File: src/hw/spectrum_pkg.sv
`default_nettype none

package spectrum_pkg;

    ////////////////////////////////////////////////////////////
    // Frame geometry
    ////////////////////////////////////////////////////////////

    // Horizontal, in pixels
    localparam int H_ACT   = 64;
    localparam int H_FRONT = 4;
    localparam int H_SYNC  = 8;
    localparam int H_BACK  = 4;
    localparam int H_TOTAL = H_ACT + H_FRONT + H_SYNC + H_BACK;

    // Vertical, in lines
    localparam int V_ACT   = 32;
    localparam int V_FRONT = 1;
    localparam int V_SYNC  = 2;
    localparam int V_BACK  = 1;
    localparam int V_TOTAL = V_ACT + V_FRONT + V_SYNC + V_BACK;

    // Sync windows, counted from the start of the active area
    localparam int H_SYNC_START = H_ACT + H_FRONT;
    localparam int H_SYNC_END   = H_SYNC_START + H_SYNC;
    localparam int V_SYNC_START = V_ACT + V_FRONT;
    localparam int V_SYNC_END   = V_SYNC_START + V_SYNC;

    localparam int X_BITS = 7;
    localparam int Y_BITS = 6;

    ////////////////////////////////////////////////////////////
    // Bins and magnitudes
    ////////////////////////////////////////////////////////////

    // Two active rows per bin
    localparam int BIN_COUNT = V_ACT / 2;
    localparam int BIN_BITS  = 4;
    localparam int MAG_BITS  = 6;

    ////////////////////////////////////////////////////////////
    // Colours, packed as {r, g, b}
    ////////////////////////////////////////////////////////////

    localparam int COLOR_DEPTH = 8;

    localparam logic [3*COLOR_DEPTH-1:0] BAR_COLOR   = 24'hFF_00_00;
    localparam logic [3*COLOR_DEPTH-1:0] FIELD_COLOR = 24'hFF_FF_FF;
    localparam logic [3*COLOR_DEPTH-1:0] BLANK_COLOR = 24'h00_00_00;

endpackage

`default_nettype wire

File: src/hw/raster_if.sv
`timescale 1ns/100ps
`default_nettype none

interface raster_if;

    // Syncs and data enable, all active high
    logic hs;
    logic vs;
    logic de;

    // Position inside the active area, zero during blanking
    logic [spectrum_pkg::X_BITS-1:0] act_x;
    logic [spectrum_pkg::Y_BITS-1:0] act_y;

    // Timing generator side
    modport src
    (
        output hs,
        output vs,
        output de,
        output act_x,
        output act_y
    );

    // Consumers of the raster
    modport snk
    (
        input hs,
        input vs,
        input de,
        input act_x,
        input act_y
    );

endinterface

`default_nettype wire

File: src/hw/video_timing.sv
`timescale 1ns/100ps
`default_nettype none

module video_timing
(
    input wire    pix_clk,
    input wire    reset,
    raster_if.src rast
);

    // Position currently presented on the raster outputs
    logic [spectrum_pkg::X_BITS-1:0] h_cnt;
    logic [spectrum_pkg::Y_BITS-1:0] v_cnt;

    // Position for the next cycle
    logic [spectrum_pkg::X_BITS-1:0] h_next;
    logic [spectrum_pkg::Y_BITS-1:0] v_next;

    logic de_next;
    logic hs_next;
    logic vs_next;

    ////////////////////////////////////////////////////////////
    // Counter advance
    ////////////////////////////////////////////////////////////

    always_comb
    begin
        h_next = h_cnt + 1'b1;
        v_next = v_cnt;
        if (h_cnt == spectrum_pkg::H_TOTAL - 1)
        begin
            h_next = '0;
            // Wrap to the top of the active area at end of frame
            if (v_cnt == spectrum_pkg::V_TOTAL - 1)
            begin
                v_next = '0;
            end
            else
            begin
                v_next = v_cnt + 1'b1;
            end
        end
    end

    ////////////////////////////////////////////////////////////
    // Decode of the next position
    ////////////////////////////////////////////////////////////

    always_comb
    begin
        de_next = (h_next < spectrum_pkg::H_ACT) && (v_next < spectrum_pkg::V_ACT);
        hs_next = (h_next >= spectrum_pkg::H_SYNC_START) &&
                  (h_next < spectrum_pkg::H_SYNC_END);
        vs_next = (v_next >= spectrum_pkg::V_SYNC_START) &&
                  (v_next < spectrum_pkg::V_SYNC_END);
    end

    // Outputs are loaded together with the counters
    always_ff @(posedge pix_clk)
    begin
        if (reset)
        begin
            // Park at the first active pixel
            h_cnt      <= '0;
            v_cnt      <= '0;
            rast.de    <= 1'b1;
            rast.hs    <= 1'b0;
            rast.vs    <= 1'b0;
            rast.act_x <= '0;
            rast.act_y <= '0;
        end
        else
        begin
            h_cnt      <= h_next;
            v_cnt      <= v_next;
            rast.de    <= de_next;
            rast.hs    <= hs_next;
            rast.vs    <= vs_next;
            rast.act_x <= de_next ? h_next : '0;
            rast.act_y <= de_next ? v_next : '0;
        end
    end

endmodule

`default_nettype wire

File: src/hw/bin_fetch.sv
`timescale 1ns/100ps
`default_nettype none

module bin_fetch
(
    input  wire                                pix_clk,
    input  wire                                reset,
    raster_if.snk                              rast,
    output logic                               data_req,
    output logic [spectrum_pkg::BIN_BITS-1:0]  bin_index,
    input  wire                                mag_valid,
    input  wire  [spectrum_pkg::MAG_BITS-1:0]  mag,
    output logic                               bin_done,
    output logic                               late,
    output logic                               bar_row,
    output logic [spectrum_pkg::MAG_BITS-1:0]  bar_mag
);

    logic [spectrum_pkg::BIN_BITS-1:0] bin_cnt;
    logic [spectrum_pkg::MAG_BITS-1:0] mag_hold;

    logic vs_d;
    logic pending;
    logic have_mag;

    logic vs_rise;
    logic row_end;
    logic req_evt;
    logic done_evt;
    logic bar_start;
    logic take_mag;

    ////////////////////////////////////////////////////////////
    // Raster events
    ////////////////////////////////////////////////////////////

    assign vs_rise   = rast.vs && !vs_d;
    assign row_end   = rast.de && (rast.act_x == spectrum_pkg::H_ACT - 1);
    // Even row asks, odd row reports
    assign req_evt   = row_end && !rast.act_y[0];
    assign done_evt  = row_end && rast.act_y[0];
    assign bar_start = rast.de && rast.act_y[0] && (rast.act_x == '0);

    // An answer in the bar start cycle itself counts as late
    assign take_mag  = mag_valid && pending && !bar_start;

    always_ff @(posedge pix_clk)
    begin
        if (reset)
        begin
            vs_d      <= 1'b0;
            bin_cnt   <= '0;
            bin_index <= '0;
            data_req  <= 1'b0;
            bin_done  <= 1'b0;
            late      <= 1'b0;
            pending   <= 1'b0;
            have_mag  <= 1'b0;
        end
        else
        begin
            vs_d     <= rast.vs;
            data_req <= req_evt;
            bin_done <= done_evt;
            late     <= bar_start && !have_mag;

            if (req_evt)
            begin
                bin_index <= bin_cnt;
            end

            // Bin count restarts with each frame
            if (vs_rise || (done_evt && (bin_cnt == spectrum_pkg::BIN_COUNT - 1)))
            begin
                bin_cnt <= '0;
            end
            else if (done_evt)
            begin
                bin_cnt <= bin_cnt + 1'b1;
            end

            // Window for the source answer
            if (req_evt)
            begin
                pending <= 1'b1;
            end
            else if (take_mag || bar_start)
            begin
                pending <= 1'b0;
            end

            if (done_evt)
            begin
                have_mag <= 1'b0;
            end
            else if (take_mag)
            begin
                have_mag <= 1'b1;
            end
        end
    end

    always_ff @(posedge pix_clk)
    begin
        if (take_mag)
        begin
            mag_hold <= mag;
        end
    end

    // Bar data follows the raster in the same cycle
    assign bar_row = rast.de && rast.act_y[0];
    assign bar_mag = have_mag ? mag_hold : '0;

endmodule

`default_nettype wire

File: src/hw/bar_render.sv
`timescale 1ns/100ps
`default_nettype none

module bar_render
(
    input  wire                                   pix_clk,
    input  wire                                   reset,
    raster_if.snk                                 rast,
    input  wire                                   bar_row,
    input  wire  [spectrum_pkg::MAG_BITS-1:0]     bar_mag,
    output logic                                  hs,
    output logic                                  vs,
    output logic                                  de,
    output logic [spectrum_pkg::COLOR_DEPTH-1:0]  r,
    output logic [spectrum_pkg::COLOR_DEPTH-1:0]  g,
    output logic [spectrum_pkg::COLOR_DEPTH-1:0]  b
);

    localparam int PAD_BITS = spectrum_pkg::X_BITS - spectrum_pkg::MAG_BITS;

    // Bar length widened to the coordinate width
    logic [spectrum_pkg::X_BITS-1:0] bar_len;

    logic [3*spectrum_pkg::COLOR_DEPTH-1:0] pix;

    assign bar_len = {{PAD_BITS{1'b0}}, bar_mag};

    ////////////////////////////////////////////////////////////
    // Colour decision
    ////////////////////////////////////////////////////////////

    always_comb
    begin
        if (!rast.de)
        begin
            pix = spectrum_pkg::BLANK_COLOR;
        end
        else if (bar_row && (rast.act_x < bar_len))
        begin
            // Bar grows from the left edge
            pix = spectrum_pkg::BAR_COLOR;
        end
        else
        begin
            pix = spectrum_pkg::FIELD_COLOR;
        end
    end

    ////////////////////////////////////////////////////////////
    // Output register
    ////////////////////////////////////////////////////////////

    // Syncs travel with the colour so they stay aligned
    always_ff @(posedge pix_clk)
    begin
        if (reset)
        begin
            hs <= 1'b0;
            vs <= 1'b0;
            de <= 1'b0;
        end
        else
        begin
            hs <= rast.hs;
            vs <= rast.vs;
            de <= rast.de;
        end
    end

    always_ff @(posedge pix_clk)
    begin
        {r, g, b} <= pix;
    end

endmodule

`default_nettype wire

File: src/hw/spectrum_display.sv
`timescale 1ns/100ps
`default_nettype none

module spectrum_display
(
    input  wire                                   pix_clk,
    input  wire                                   reset,

    // FFT source handshake
    input  wire                                   mag_valid,
    input  wire  [spectrum_pkg::MAG_BITS-1:0]     mag,
    output logic                                  data_req,
    output logic [spectrum_pkg::BIN_BITS-1:0]     bin_index,
    output logic                                  bin_done,
    output logic                                  late,

    // Video out
    output logic                                  hs,
    output logic                                  vs,
    output logic                                  de,
    output logic [spectrum_pkg::COLOR_DEPTH-1:0]  r,
    output logic [spectrum_pkg::COLOR_DEPTH-1:0]  g,
    output logic [spectrum_pkg::COLOR_DEPTH-1:0]  b
);

    logic                              bar_row;
    logic [spectrum_pkg::MAG_BITS-1:0] bar_mag;

    raster_if rast_bus ();

    video_timing video_timing_i
    (
        .pix_clk (pix_clk),
        .reset   (reset),
        .rast    (rast_bus.src)
    );

    // Magnitude fetch for one bin per row pair
    bin_fetch bin_fetch_i
    (
        .pix_clk   (pix_clk),
        .reset     (reset),
        .rast      (rast_bus.snk),
        .data_req  (data_req),
        .bin_index (bin_index),
        .mag_valid (mag_valid),
        .mag       (mag),
        .bin_done  (bin_done),
        .late      (late),
        .bar_row   (bar_row),
        .bar_mag   (bar_mag)
    );

    bar_render bar_render_i
    (
        .pix_clk (pix_clk),
        .reset   (reset),
        .rast    (rast_bus.snk),
        .bar_row (bar_row),
        .bar_mag (bar_mag),
        .hs      (hs),
        .vs      (vs),
        .de      (de),
        .r       (r),
        .g       (g),
        .b       (b)
    );

endmodule

`default_nettype wire

File: config.mk
export PLATFORM = sky130hd
export DESIGN_NAME = spectrum_display
export DESIGN_NICKNAME = d
export VERILOG_FILES = /design/src/hw/spectrum_pkg.sv /design/src/hw/raster_if.sv /design/src/hw/video_timing.sv /design/src/hw/bin_fetch.sv /design/src/hw/bar_render.sv /design/src/hw/spectrum_display.sv
export SDC_FILE = /design/constraint.sdc
export NUM_CORES = 1
export LEC_CHECK = 0
export BUFFER_PORTS_ARGS = -buffer_cell sky130_fd_sc_hd__clkbuf_2
export CAP_MARGIN = 20
export CORE_ASPECT_RATIO = 1.5
export CORE_MARGIN = 2
export CORE_UTILIZATION = 55
export DETAILED_ROUTE_END_ITERATION = 8
export PLACE_DENSITY = 0.88
export SKIP_CTS_REPAIR_TIMING = 1
export SLEW_MARGIN = 20
export SYNTH_ARGS = -nofsm -noshare
export SYNTH_HDL_FRONTEND = slang
export SYNTH_HIERARCHICAL = 1
export SYNTH_SLANG_ARGS = --single-unit
File: constraint.sdc
create_clock -name pix_clk -period 5.82 [get_ports pix_clk]
set_input_delay 0.291 -clock pix_clk [delete_from_list [all_inputs] [get_ports pix_clk]]
set_output_delay 0.291 -clock pix_clk [all_outputs]
set_load 0.005 [all_outputs]
# After elaboration in Yosys (flattened, before gate mapping)
# Index checks and enable logic that the tools add are counted.
dict set report classes {
  n_addsub 3
  multipliers 0
  n_div 0
  magnitude_cmp 7
  n_eq_ne 4
  shifts 0
  muxes 7
  bitwise_logic 1
  n_reduce_logical 25
}
# operator n
set ops {}
lappend ops {{two-way mux 6 bit} 3}
lappend ops {{two-way mux 16 bit} 1}
lappend ops {{logical AND 1 bit} 14}
lappend ops {{less-than comparator 7 bit, second input constant} 2}
lappend ops {{less-than comparator 6 bit, second input constant} 2}
lappend ops {{adder 7 x 1 -> 7 bit, second input constant} 1}
lappend ops {{== test 7 x 6 -> 1 bit, second input constant} 1}
lappend ops {{== test 7 bit, second input constant} 1}
lappend ops {{>= comparator 7 bit, second input constant} 1}
lappend ops {{zero test 7 bit} 1}
lappend ops {{less-than comparator 7 x 6 -> 1 bit} 1}
lappend ops {{two-way mux 7 bit} 1}
lappend ops {{adder 6 x 1 -> 6 bit, second input constant} 1}
lappend ops {{== test 6 bit, second input constant} 1}
lappend ops {{>= comparator 6 bit, second input constant} 1}
lappend ops {{OR reduction 2 bit} 3}
lappend ops {{adder 4 x 1 -> 4 bit, second input constant} 1}
lappend ops {{== test 4 bit, second input constant} 1}
lappend ops {{zero test 1 bit} 4}
lappend ops {{logical OR 1 bit} 2}
lappend ops {{two-way mux 1 bit} 2}
lappend ops {{nonzero test 2 bit} 1}
lappend ops {{inverter 1 bit} 1}
dict set report totals {
  regBits 70
  latch_bits 0
  mem_bits_rw 0
  rom_bits 0
  input_bits 9
  out_inout_bits 34
  word_cells 68
  n_memories 0
}

# Logic depth before layout (Yosys ltp)
dict set report depth {
  depth_word 7
  depth_mapped 8
  depth_no_buf 6
}

# Modules after synthesis
# Netlist, hierarchy kept.
# module instances cells_each area_per_inst_um2 seq_area_each_um2
set by_module_without_submodules {}
lappend by_module_without_submodules {video_timing 1 121 1129.8 580.6}
lappend by_module_without_submodules {bin_fetch 1 84 917.1 460.4}
lappend by_module_without_submodules {bar_render 1 49 432.9 100.1}

# Worst setup path before layout
# Ideal clock, no wire load.
dict set report synth_timing {
  path_type {register -> register}
  startpoint {reg video_timing_i/h_cnt[0] (netlist bit)}
  endpoint {reg video_timing_i.rast.act_x[0]}
  arrival_ns 1.770
  required_time_ns 5.747
  path_slack_ns 3.977
  path_stages_with_launch 9
  synth_period_minus_slack_ns 1.843
  cell_sequence {dfxtp_1 > ha_1 > nand3_2 > or3_1 > buf_2 > o21ai_2 > nand4b_1 > buf_6 > nor3_2}
}
dict set report synth_via {
  elab_chain_len 6
  elab_cells_between_ends 9
}
# element line
set synth_rtl {}
lappend synth_rtl {{start: declaration} video_timing.sv:12} ;# logic [spectrum_pkg::X_BITS-1:0] h_cnt;
lappend synth_rtl {{start signal: assignment} video_timing.sv:75} ;# h_cnt <= h_next;
lappend synth_rtl {{adder 7 x 1 -> 7 bit or == test 7 bit (tied branches)} {video_timing.sv:29, video_timing.sv:31}}
lappend synth_rtl {{two-way mux 7 bit or two-way mux 6 bit (tied branches)} video_timing.sv:31} ;# if (h_cnt == spectrum_pkg::H_TOTAL - 1)
lappend synth_rtl {{less-than comparator 7 bit or less-than comparator 6 bit (tied branches)} video_timing.sv:52} ;# de_next = (h_next < spectrum_pkg::H_ACT) && (v_next < spectrum_pkg::V_ACT);
lappend synth_rtl {{logical AND 1 bit} video_timing.sv:52}
lappend synth_rtl {{inverter 1 bit (no source line)} n/a}
lappend synth_rtl {{OR reduction 2 bit (no source line)} n/a}
lappend synth_rtl {{end signal: assignment} video_timing.sv:80} ;# rast.act_x <= de_next ? h_next : '0;
lappend synth_rtl {{end: declaration} raster_if.sv:21} ;# output act_x,
# Parallel ways exist; a longest one is shown, timed or not.
# A chain may end at the register's enable or synchronous reset.

# Worst setup path in the final report
dict set report layout_timing {
  startpoint {reg video_timing_i/h_cnt[0] (netlist bit)}
  endpoint {reg video_timing_i.rast.act_x[3]}
}
# Same word-level chain as after synthesis.

==> implementation parameters <==
Parameter                              Value

STA
  Normalized max-slew margin ... 63.14%
  Final hold vios ... 0
  Shortest period the worst path allows ... 2.173 ns
  Max Clock Skew ... slightly above 0.01 ns
  Slew at the pin closest to its max-slew limit ... 0.5508 ns
  Maximum clock rate ... 0.4602 GHz
  Summed negative setup slack over all endpoints ... 0 ns
  Unrepaired setup endpoints after global routing ... no
  Final period util ... 37.34%
  Total count of max-transition violations in the final report ... 0
  Total setup violations reported at the end of the flow ... 0

Route
  Number of antenna-violating nets in the routed design ... 0
  Residual DRC ... 0
  First-pass DRT Iterations ... 4
  Routed wire length per instance ... approximately 14 um
  Via/cell ratio ... 5.689
  Overall via count from detail_route ... around 1800
  Count of routing violations after the opening detailed-route iteration ... around 60
  Final Routed Wirelength ... 4316 um

Die
  Starting density of the core ... about 57%
  Core area ... 4173 um^2
  Overall die width ... about 58 um
  Top-level port count ... 43
  Die footprint ... approximately 4900 um^2
  Number of standard-cell rows in the floorplan ... 29
  Height of the die ... 84.31 um

Worst setup path
  Worst r2r path cells ... 6
  Endpoint of the worst setup timing path ... video_timing_i/rast.act_x[3]$_SDFF_PP0_
  Crit Path Category ... reg2reg
  Crit Reg-Reg Endpoint ... video_timing_i/rast.act_x[3]$_SDFF_PP0_
  Element type at the critical path end ... flop
  Type of origin of the critical path ... flop
  Kind of cell adding the most delay to the critical path ... simple AND/OR/NAND/NOR gates
  Worst reg2reg startpoint ... video_timing_i/h_cnt[0]$_SDFF_PP0_
  Data required, critical path ... about 6 ns
  Reg2Reg Setup Slack ... roughly 3.6 ns
  Cell count along the critical path ... 6
  Cells along the critical path ... ha_1 > nand3_2 > or3_1 > o21ai_2 > nand4b_1 > nor3_1
  Slowest stage cell, crit path ... sky130_fd_sc_hd__or3_1
  Worst endpoint data arrival time ... between 2 and 2.5 ns
  Largest incremental delay on the critical path ... 0.49 ns
  CP Launch Point ... video_timing_i/h_cnt[0]$_SDFF_PP0_
  Highest fanout seen on the critical path ... 8
  Buffer and inverter count on the worst path ... 0

Global route
  Via count of the first global-routing pass ... 1660
  Global-route total usage across every layer ... 18.78%
  Maximum number of pins on one net before global-route repair ... 22
  First-pass GRT wire length ... approximately 7300 um
  Grt total ovfl ... 0
  Number of antenna violations at the first check in global routing ... 0

Clock tree
  Root Driver ... sky130_fd_sc_hd__clkbuf_8
  Clock sink count ... 49
  H-tree levels ... 2
  Clock slew at reported path FFs ... 0.09 ns
  Clock tree from TritonCTS ... yes
  Maximum clock path buffer count ... 2
  Total clock buffers created by CTS ... 5
  Worst-Skew Late Latency ... about 0.30 ns

Synthesis
  Cells after Synth ... 245
  Average cell area after synthesis ... 9.652 um^2
  Synth Cell Area ... around 2400 um^2
  Total nets after synthesis ... 262
  Yosys synthesis warning count ... 6

Worst hold path
  Type of the tightest min-delay check ... in2reg

Final layout
  Number of antenna diodes ... 0
  Synth-to-Final Area Change ... 8.518%
  Layout cell share with drive strength beyond 1 ... 22.93%
  Number of filler cells placed in the layout ... 344
  Area used by sequential logic in the layout ... 1041 um^2
  NumNets Final ... 282
  Multi-input gate area ... 1072 um^2

Power
  Power density normalized to cell area ... 251.2 nW/um^2
  Total power after layout ... 0.0006446 W
  Leakage ... 1.061 nW
  Maximum resistive drop on vdd ... ~0.17 mV

Place
  Placed wire-length estimate ... 3182 um
  Final weighted congestion of routability-driven global placement ... 0.9678
  Port Buffers ... 42

Job
  Number of max-cap violations ... 0

Status
  Result of the run ... completed
[layout make-up]
class / instances / area share (%)
multi-input cells: 154 / 41.78
flip-flops and latches: 49 / 40.57
repair buffers: 43 / 8.484
clock buffers: 6 / 3.657
well taps: 46 / 2.243
inverters: 12 / 1.755
clock inverters: 2 / 1.511
[routing by layer]
metal	vias to the layer above	track usage, %	wire length, um
met4	0	8.245	85
met1	831	20.70	1744
li1	874	-	-
met2	60	34.40	2291
met5	-	0	0
met3	10	2.773	194
[worst reg2reg max path, stage by stage, from the launching register on]
cell                       delay (ns)
sky130_fd_sc_hd__dfxtp_1         0.42
sky130_fd_sc_hd__ha_1            0.28
sky130_fd_sc_hd__nand3_2         0.18
sky130_fd_sc_hd__or3_1           0.49
sky130_fd_sc_hd__o21ai_2         0.19
sky130_fd_sc_hd__nand4b_1        0.27
sky130_fd_sc_hd__nor3_1          0.27
[cells in the final DEF (no fill, tap or decap), types with 2 or more instances in the layout]
master,n
sky130_fd_sc_hd__a21oi_1,8
sky130_fd_sc_hd__a31oi_1,2
sky130_fd_sc_hd__and2_1,7
sky130_fd_sc_hd__and3_1,7
sky130_fd_sc_hd__and4_1,2
sky130_fd_sc_hd__clkbuf_2,42
sky130_fd_sc_hd__clkbuf_8,5
sky130_fd_sc_hd__dfxtp_1,43
sky130_fd_sc_hd__edfxtp_1,6
sky130_fd_sc_hd__ha_1,8
sky130_fd_sc_hd__inv_1,11
sky130_fd_sc_hd__mux2i_1,8
sky130_fd_sc_hd__nand2_1,14
sky130_fd_sc_hd__nand2b_1,6
sky130_fd_sc_hd__nand3_1,9
sky130_fd_sc_hd__nand3b_1,3
sky130_fd_sc_hd__nand4_1,5
sky130_fd_sc_hd__nand4b_1,2
sky130_fd_sc_hd__nor2_1,22
sky130_fd_sc_hd__nor2b_1,4
sky130_fd_sc_hd__nor3_1,5
sky130_fd_sc_hd__nor3b_1,3
sky130_fd_sc_hd__nor4_1,2
sky130_fd_sc_hd__o21ai_0,2
sky130_fd_sc_hd__o31ai_1,2
sky130_fd_sc_hd__o41ai_1,2
sky130_fd_sc_hd__xnor2_1,3
sky130_fd_sc_hd__xor2_1,3
[report_power, final]
part           leakage (nW)  switching, W  total [W]  internal (W)
clock                0.0669      0.000117   0.000273      0.000156
combinational         0.592     0.0000119  0.0000213    0.00000941
sequential            0.402    0.00000508   0.000351      0.000346
total                  1.06      0.000134   0.000645      0.000511
[worst min path at each step]
stage / start / to / slack, ns / cells after the start
floorplan: reset / bin_fetch_i/have_mag$_SDFFE_PP0P_ / 0.36 / 1
global placement: bin_fetch_i/bin_index[3]$_SDFFE_PP0P_ / bin_fetch_i/bin_index[3]$_SDFFE_PP0P_ / 0.44 / 2
detailed placement: video_timing_i/rast.de$_SDFF_PP1_ / bar_render_i/r[0]$_SDFF_PN0_ / 0.45 / 0
CTS: mag[2] / bin_fetch_i/mag_hold[2]$_DFFE_PP_ / 0.15 / 1
global route: mag[0] / bin_fetch_i/mag_hold[0]$_DFFE_PP_ / 0.15 / 1
finish: mag[2] / bin_fetch_i/mag_hold[2]$_DFFE_PP_ / 0.16 / 1
[flip-flops by register name, indices dropped and copies added, names as in the netlist, 4 cells and up]
register	cells
bin_fetch_i/mag_hold	6
bin_fetch_i/bin_index	4
video_timing_i/h_cnt	7
video_timing_i/v_cnt	6
video_timing_i/rast.act_x	7
bin_fetch_i/bin_cnt	4
[metrics by stage]
step                      instance area, um^2  worst slack [ns]  cells  hold slack [ns]  utilization (%)
after floorplan                          2365             3.988    245           0.3553                -
after global placement                   2434             3.771    304           0.4423            58.32
after detailed placement                 2434             3.690    304           0.4467            58.32
after CTS                                2566             3.636    312           0.1521            61.50
after global routing                     2566             3.449    312           0.1496            61.50
final                                    2566             3.647    312           0.1595            61.50
(Power assumes the default switching activity.)
